$ cat src/pool_mem_pkg.sv
// ==========================================================
// Pooling memory package
// Shared widths, core count, row types and the GLB read
// state encoding for the activation read path
// ==========================================================
package pool_mem_pkg;

    // Number of pooling cores sharing the GLB
    localparam int unsigned pool_core = 4;
    // Activations per GLB row and bits per activation
    localparam int unsigned comp_lanes = 8;
    localparam int unsigned act_width = 8;
    // GLB row address, 1024 rows
    localparam int unsigned idx_width = 10;
    localparam int unsigned glb_depth = 1 << idx_width;
    // Core index width
    localparam int unsigned port_width = $clog2(pool_core);
    // Both controller FIFOs hold 4 entries
    localparam int unsigned fifo_addr_width = 2;

    // Derived payload widths
    localparam int unsigned ofm_width = comp_lanes * act_width;
    localparam int unsigned cmd_width = port_width + idx_width;
    localparam int unsigned out_width = port_width + ofm_width;

    typedef logic [idx_width-1:0]  glb_addr_t;
    typedef logic [ofm_width-1:0]  ofm_row_t;
    typedef logic [port_width-1:0] port_id_t;

    // GLB read sequencing, one read in flight
    typedef enum logic [1:0] {
        glb_idle = 2'd0,
        glb_read = 2'd1,
        glb_resp = 2'd2
    } glb_state_t;

endpackage

$ cat src/fixed_prior_arb.sv
// ==========================================================
// Fixed-priority arbiter
// One-hot grant to the lowest-indexed request, all zero
// when nothing is requested
// ==========================================================
`timescale 1ns/1ps

module fixed_prior_arb
    import pool_mem_pkg::*;
(
    input  logic [pool_core-1:0] req,
    output logic [pool_core-1:0] gnt
);

    always_comb begin
        // Two's complement isolates the lowest set bit
        gnt = req & (~req + 1'b1);

        // Never more than one winner
        a_gnt_onehot: assert ($isunknown(gnt) || $onehot0(gnt))
            else $error("Arbiter grant not one-hot");
    end

endmodule

$ cat src/mem_if_ctrl.sv
// ==========================================================
// Memory interface controller
// Arbitrates core read requests, queues tagged commands
// toward the GLB and queues tagged rows back out
// ==========================================================
`timescale 1ns/1ps

module mem_if_ctrl
    import pool_mem_pkg::*;
(
    input  logic                       clk,
    input  logic                       rst_n,
    // Core requests
    input  logic [pool_core-1:0]       req_vld,
    input  glb_addr_t [pool_core-1:0]  req_addr,
    output logic [pool_core-1:0]       req_rdy,
    // GLB address channel
    output logic                       glb_addr_vld,
    output glb_addr_t                  glb_addr,
    input  logic                       glb_addr_rdy,
    // GLB data channel
    input  ofm_row_t                   glb_ofm,
    input  logic                       glb_ofm_vld,
    output logic                       glb_ofm_rdy,
    // Tagged rows to dispatcher
    output logic                       tagged_vld,
    output port_id_t                   tagged_port,
    output ofm_row_t                   tagged_ofm,
    input  logic                       tagged_rdy
);

    logic [pool_core-1:0] gnt;
    port_id_t             arb_port;
    port_id_t             rd_port;
    // Tag of the read now in the GLB
    port_id_t             rd_port_q;
    logic                 rd_pend;
    logic                 cmd_empty;
    logic                 cmd_full;
    logic                 out_empty;
    logic                 out_full;
    logic                 cmd_push;
    logic                 cmd_pop;
    logic                 out_push;
    logic                 out_pop;

    // ======================================================
    // Request arbitration
    // ======================================================
    fixed_prior_arb u_arb (
        .req (req_vld),
        .gnt (gnt)
    );

    // Grant to core index
    always_comb begin
        arb_port = '0;
        for (int i = 0; i < pool_core; i++) begin
            if (gnt[i]) begin
                arb_port = port_id_t'(i);
            end
        end
    end

    // Winner only, and only with room in the queue
    assign req_rdy  = gnt & {pool_core{!cmd_full}};
    assign cmd_push = |(req_vld & req_rdy);

    // Command queue, core index above the address
    sync_fifo_fwft #(
        .data_width (cmd_width),
        .addr_width (fifo_addr_width)
    ) u_cmd_fifo (
        .clk      (clk),
        .rst_n    (rst_n),
        .push     (cmd_push),
        .pop      (cmd_pop),
        .data_in  ({arb_port, req_addr[arb_port]}),
        .data_out ({rd_port, glb_addr}),
        .empty    (cmd_empty),
        .full     (cmd_full)
    );

    assign glb_addr_vld = !cmd_empty;
    assign cmd_pop      = glb_addr_vld && glb_addr_rdy;

    // ======================================================
    // Tag tracking, single GLB read in flight
    // ======================================================
    always_ff @(posedge clk or negedge rst_n) begin
        if (!rst_n) begin
            rd_port_q <= '0;
            rd_pend   <= 1'b0;
        end else if (cmd_pop) begin
            rd_port_q <= rd_port;
            rd_pend   <= 1'b1;
        end else if (out_push) begin
            rd_pend   <= 1'b0;
        end
    end

    // Output queue, tag prepended to the row
    assign glb_ofm_rdy = !out_full;
    assign out_push    = glb_ofm_vld && glb_ofm_rdy;

    sync_fifo_fwft #(
        .data_width (out_width),
        .addr_width (fifo_addr_width)
    ) u_out_fifo (
        .clk      (clk),
        .rst_n    (rst_n),
        .push     (out_push),
        .pop      (out_pop),
        .data_in  ({rd_port_q, glb_ofm}),
        .data_out ({tagged_port, tagged_ofm}),
        .empty    (out_empty),
        .full     (out_full)
    );

    assign tagged_vld = !out_empty;
    assign out_pop    = tagged_vld && tagged_rdy;

    // A GLB response must belong to a sent command
    a_rsp_has_cmd: assert property (@(posedge clk) disable iff (!rst_n)
        glb_ofm_vld |-> rd_pend)
        else $error("GLB response with no read outstanding");

endmodule

$ cat src/sync_fifo_fwft.sv
// ==========================================================
// Synchronous FIFO, first-word fall-through
// Head word is visible on data_out whenever not empty,
// no read cycle needed before pop
// ==========================================================
`timescale 1ns/1ps

module sync_fifo_fwft #(
    parameter int unsigned data_width = 8,
    parameter int unsigned addr_width = 2
) (
    input  logic                  clk,
    input  logic                  rst_n,
    input  logic                  push,
    input  logic                  pop,
    input  logic [data_width-1:0] data_in,
    output logic [data_width-1:0] data_out,
    output logic                  empty,
    output logic                  full
);

    // Storage, payload only
    logic [data_width-1:0] mem [0:(1 << addr_width)-1];

    // Pointers carry one extra wrap bit
    logic [addr_width:0] wr_ptr;
    logic [addr_width:0] rd_ptr;

    // ======================================================
    // Pointer update
    // ======================================================
    always_ff @(posedge clk or negedge rst_n) begin
        if (!rst_n) begin
            wr_ptr <= '0;
            rd_ptr <= '0;
        end else begin
            if (push) begin
                wr_ptr <= wr_ptr + 1'b1;
            end
            if (pop) begin
                rd_ptr <= rd_ptr + 1'b1;
            end
        end
    end

    // Write side
    always_ff @(posedge clk) begin
        if (push) begin
            mem[wr_ptr[addr_width-1:0]] <= data_in;
        end
    end

    // Head word straight from storage
    assign data_out = mem[rd_ptr[addr_width-1:0]];

    // Same address, wrap bits tell full from empty
    assign empty = (wr_ptr == rd_ptr);
    assign full  = (wr_ptr[addr_width] != rd_ptr[addr_width]) &&
                   (wr_ptr[addr_width-1:0] == rd_ptr[addr_width-1:0]);

    // ======================================================
    // Usage checks
    // ======================================================
    a_no_push_full: assert property (@(posedge clk) disable iff (!rst_n)
        !(push && full))
        else $error("FIFO push while full");

    a_no_pop_empty: assert property (@(posedge clk) disable iff (!rst_n)
        !(pop && empty))
        else $error("FIFO pop while empty");

endmodule

$ cat config.mk
export PLATFORM = sky130hd
export DESIGN_NAME = mem_if_ctrl
export DESIGN_NICKNAME = d
export VERILOG_FILES = /design/src/pool_mem_pkg.sv /design/src/fixed_prior_arb.sv /design/src/mem_if_ctrl.sv /design/src/sync_fifo_fwft.sv
export SDC_FILE = /design/constraint.sdc
export NUM_CORES = 1
export LEC_CHECK = 0
export ABC_AREA = 0
export ABC_CLOCK_PERIOD_IN_PS = 3600
export BUFFER_PORTS_ARGS = -buffer_cell sky130_fd_sc_hd__buf_2
export CAP_MARGIN = 20
export CORE_MARGIN = 3
export CORE_UTILIZATION = 42
export CTS_BUF_LIST = sky130_fd_sc_hd__clkbuf_8
export DETAILED_ROUTE_END_ITERATION = 8
export MAX_ROUTING_LAYER = met4
export PLACE_DENSITY = 0.61
export SYNTH_ARGS = -nofsm -noshare
export SYNTH_HDL_FRONTEND = slang
export SYNTH_SLANG_ARGS = --single-unit
$ cat constraint.sdc
create_clock -name clk -period 3.6 [get_ports clk]
set_input_delay 0.72 -clock clk [delete_from_list [all_inputs] [get_ports clk]]
set_output_delay 0.72 -clock clk [all_outputs]
set_load 0.01 [all_outputs]
; Yosys cells after proc, flatten, opt, wreduce, memory -nomap -nowiden
; Memory sizes are Yosys's and may differ from the RTL's.
; Index checks and enable logic that the tools add are counted.
[classes]
n_mux = 9
eq_ne = 6
n_lt_le_gt_ge = 1
n_addsub = 5
n_bitwise = 4
n_reduce_logical = 10
[ops]
columns = op, count
row1 = binary-select mux 10 bit (select 2 bit), 1
row2 = "adder 3 x 1 -> 3 bit, second input constant", 4
row3 = bitwise AND 4 bit, 3
row4 = 2-to-1 mux 10 bit, 1
row5 = equality test 3 bit, 2
row6 = logical AND 1 bit, 5
row7 = 2-to-1 mux 1 bit, 5
row8 = "adder 4 x 1 -> 4 bit, second input constant", 1
row9 = equality test 2 bit, 2
row10 = zero test 1 bit, 4
row11 = 2-to-1 mux 2 bit, 2
row12 = inverter 4 bit, 1
row13 = OR reduction 4 bit, 1
row14 = "< comparator 2 x 3 -> 1 bit, second input constant", 1
row15 = != test 1 bit, 2
[word_totals]
ramBits = 312
word_cells = 42
output_inout_bits = 83
memories = 2
reg_bits = 14
in_bits = 113
[mem_list]
columns = name, depth, word_bits, read_ports, rd_clocked_by_memory_dff, write_ports, line_no
row1 = u_out_fifo.mem, 4, 66, 1, 0, 1, sync_fifo_fwft.sv:23  ; logic [data_width-1:0] mem [0:(1 << addr_width)-1];
row2 = u_cmd_fifo.mem, 4, 12, 1, 0, 1, sync_fifo_fwft.sv:23

; Longest topological paths before layout
[depth]
word_depth = 8
mapped_depth = 4

; By module
; From an unflattened synthesis, not the netlist that was laid out.
[unflattened]
cells_unflattened = 531
area_unflattened_um2 = 12478.2
[by_module_without_submodules]
columns = module, area_per_inst_um2, cells_per_inst, instances, seq_area_each_um2
row1 = sync_fifo_fwft at u_out_fifo, 9892.0, 376, 1, 8077.7
row2 = sync_fifo_fwft at u_cmd_fifo, 2105.8, 93, 1, 1591.5
row3 = mem_if_ctrl, 444.2, 58, 1, 50.0
row4 = fixed_prior_arb, 36.3, 4, 1, 0.0

; Least setup slack after synthesis
; No wires, ideal clock.
[synth_timing]
kind = register to register
start = register u_out_fifo.rd_ptr[1]
end = memory u_out_fifo.mem[1][0] (netlist name), enable pin
required_time_ps = 3169
stages_incl_launch_ff = 5
arrival_time_ps = 2596
setup_slack_ps = 573
n_path_buf = 1
setup_time_ps = 431
period_less_slack_ps = 3027
path_cell_list = dfrtp_1 buf_2 xor2_1 o31a_4 and2_1
[synth_between]
elab_chain_cells = 6
[synth_lines]
columns = element, line_no
row1 = "start, declared", sync_fifo_fwft.sv:27  ; logic [addr_width:0] rd_ptr;
row2 = "start signal, assigned", sync_fifo_fwft.sv:41  ; rd_ptr <= rd_ptr + 1'b1;
row3 = equality test 2 bit, sync_fifo_fwft.sv:59  ; (wr_ptr[addr_width-1:0] == rd_ptr[addr_width-1:0]);
row4 = logical AND 1 bit, sync_fifo_fwft.sv:58  ; assign full = (wr_ptr[addr_width] != rd_ptr[addr_width]) &&
row5 = zero test 1 bit, mem_if_ctrl.sv:103  ; assign glb_ofm_rdy = !out_full;
row6 = logical AND 1 bit, mem_if_ctrl.sv:104  ; assign out_push = glb_ofm_vld && glb_ofm_rdy;
row7 = 2-to-1 mux 1 bit, sync_fifo_fwft.sv:48  ; if (push) begin
row8 = 2-to-1 mux 1 bit (not written as such), sync_fifo_fwft.sv:49  ; mem[wr_ptr[addr_width-1:0]] <= data_in;
row9 = "end, declared", sync_fifo_fwft.sv:23
; Every way passes these cells.

; Worst setup path in the final report
[layout_timing]
start = register u_out_fifo.rd_ptr[1]
end = output port tagged_ofm[30]
[layout_between]
elab_chain_cells = 1
[layout_lines]
columns = element, line_no
row1 = memory read (4 x 66 bit), -
row2 = "end, declared", mem_if_ctrl.sv:28  ; output ofm_row_t tagged_ofm,
; Every way passes these cells.

==> out/metrics.yaml <==
placement:
  gp_congestion: 0.709
  portBuffers: 195
  post-dp-hpwl_um: 15000
timing:
  rsz0062_at_grt: "false"
  post-route-min-period_ns: 3.20
  min_period_over_period: 0.889
  worst-slew-pin-transition_ns: 0.806
  slew_violations: 0
  setup_viol: 0
  max_freq_mhz: 312
  max-slew-margin-rel: 0.462
  skew_ns: 0.0181
  finalSetupTns_ns: 0
  hold_viol: 0
floorplanning:
  die_w_um: 178
  rows: 62
  die_area_sq_um: 31800
  core_area_sq_um: 29000
  pin_count: 196
  start_util: 0.430
  die_y_um: 178
routing:
  wl_met3_um: 1820
  wl_met2_um: 12200
  drt-met1-wl_um: 9170
  vias: 5920
  ant_nets: 0
  drt-initial-drc-count: 458
  drcViolationCount: 0
  dr.pass1.iters: 4
  via_per_inst: 5.08
  wirelength_um: 23500
  routed.top_layer: "met4"
  routedWlPerCell_um: 20.2
global_route:
  grt_pass1_vias: 6578
  grt-ovfl-total: 0
  track_usage: 0.155
  antenna_found_initial: 3
  grt_pass1_wl_um: 36400
  grt_max_degree: 44
yosys:
  syn_avg_cell_area_sq_um: 24.8
  ys_seq_area_frac: 0.779
  yosys_warnings: 0
  yosys-top-cells-count: "edfxtp_1, mux4_2, dfrtp_1"
  synth_edf_count: 312
  synthesis.nets: 626
  ys.flop_type: "edfxtp_1"
  synth_seq_cells: 326
  syn_inst: 503
  ys_async_sr_fraction: 0.0429
  synthTopCellsByArea: "edfxtp_1, mux4_2, dfrtp_1, ha_1, xnor2_1"
  syn_area_sq_um: 12500
  ys_types: 36
  synth_most_common_cell: "edfxtp_1"
  synth_top_cell_by_area: "edfxtp_1"
  synth_top_area_share: 0.751
critical_path:
  end_kind: "output pin"
  cp_top_family: "buffers and inverters"
  cp-start-kind: "flop"
  reg2reg_from: "u_out_fifo.rd_ptr[0]"
  path_buf_inv: 2
  timing.rr.end: "u_out_fifo.mem[1][30]"
  ff2ff_setup_slack_ns: 0.97
  slowest_delay_ns: 0.68
  crit_arrival_ns: 2.48
  slowest_stage: "dfrtp_4"
  rr_worst_depth: 4
  cp_max_fo: 43
  required_ns: 2.88
  crit_chain: "buf_4, mux4_2, buf_2"
  critical_path_class: "flop to output pin"
clock_tree:
  ctsHoldBuffers: 0
  htreeDepth: 2
  post_cts_buffers: 0
  cts.path.max_buffers: 3
  insertion_delay_ns: 0.56
  path_clk_slew_ns: 0.06
  cts_sinks: 326
  ctsResizeCount: 0
  clock_tree.root_cell: "clkbuf_8"
  cts-buffers-inserted: 52
  cts_tree: "built"
power:
  ir_worst_vdd_v: 0.000308
  powerDensity_nw_per_um2: 845
  leakage_nw: 5.29
outcome:
  status: "complete, no violations"
final_layout:
  area_growth_pct: 19.8
  fin_nets: 864
  fin_util: 0.515
  drive_gt1_frac: 0.483
min_path:
  hold_path.class: "input pin to async pin"
job:
  cap_violations: 0
==> per-stage QoR <==
step	hold WS [ns]	area, sq um	std cells	setup slack (ns)	power, mW
floorplan	0.424	12500	503	0.573	8.38
global placement	0.496	14000	1071	0.942	9.82
detailed placement	0.513	14000	1071	0.925	9.94
CTS	0.0585	14900	1162	0.315	12.9
global route	0.0541	14900	1165	0.264	13.4
finish	0.0707	14900	1165	0.399	12.6
==> power by group <==
part           switching, mW  internal [mW]  leakage (nW)
logic                   2.10           1.87          1.71
registers              0.459           5.31          3.03
clock network           1.33           1.57         0.555
==> sequential cells by signal, summed over array words and instances, names as in the netlist <==
name	flops
u_cmd_fifo.wr_ptr	3
u_cmd_fifo.rd_ptr	3
u_cmd_fifo.mem	48
u_out_fifo.rd_ptr	3
u_out_fifo.wr_ptr	3
rd_port_q	2
u_out_fifo.mem	264
==> worst max-delay path by stage <==
stage | from | end | slack (ns) | cells past startpoint
floorplan | u_out_fifo.rd_ptr[1] | u_out_fifo.mem[1][0] | 0.57 | 4
global placement | u_out_fifo.rd_ptr[1] | tagged_ofm[6] | 0.94 | 3
detailed placement | u_out_fifo.rd_ptr[1] | tagged_ofm[6] | 0.93 | 3
CTS | u_out_fifo.rd_ptr[1] | tagged_ofm[6] | 0.31 | 3
global route | u_out_fifo.rd_ptr[1] | tagged_ofm[30] | 0.26 | 3
finish | u_out_fifo.rd_ptr[1] | tagged_ofm[30] | 0.40 | 3
==> cell families after synthesis <==
group                      Yosys count  share of synthesized area
AOI/OAI and AO/OA                    9                    0.00893
xor gates and xnor gates            16                     0.0130
adders and majority gates           10                     0.0100
buffers and inverters               28                     0.0129
DFF                                326                      0.779
muxes                               94                      0.166
and+or+nand+nor                     20                    0.00983
==> cell type report <==
| cell class | instances | area (sq um) |
|---|---|---|
| Sequential cell | 326 | 9730 |
| Fill cell | 2332 | 14100 |
| Clock buffer | 56 | 771 |
| Inverter | 7 | 26.3 |
| Timing Repair Buffer | 205 | 1130 |
| Tap cell | 384 | 480 |
| Clock inverter | 35 | 196 |
| Multi-Input combinational cell | 149 | 2610 |
| Antenna cell | 3 | 7.51 |
==> metal layers <==
metal / vias to the layer above / GRT usage
li1: 2636 / -
met5: - / -
met3: 27 / 0.0392
met1: 3031 / 0.188
met4: 0 / 0.0429
met2: 226 / 0.260
==> worst reg2reg max path: stages (launching register included) <==
cell     delay [ns]
dfrtp_4        0.82
xor2_2         0.35
o31a_4         0.23
and2_4         0.57
buf_12         0.31
==> placed cells by master, fill, tap and decap left out, types with 3 or more instances in the layout <==
cell      instances
buf_12            6
buf_2           195
inv_1            23
clkinv_2          3
xor2_1            6
edfxtp_1        312
and2_1            3
mux2_4            4
clkbuf_8         56
buf_4             4
nand2_1           3
mux4_2           87
diode_2           3
clkinv_1         11
xnor2_1           7
ha_1             10
dfrtp_1          12
and2_4            3
Note: power is estimated with default switching activity, not from simulation.
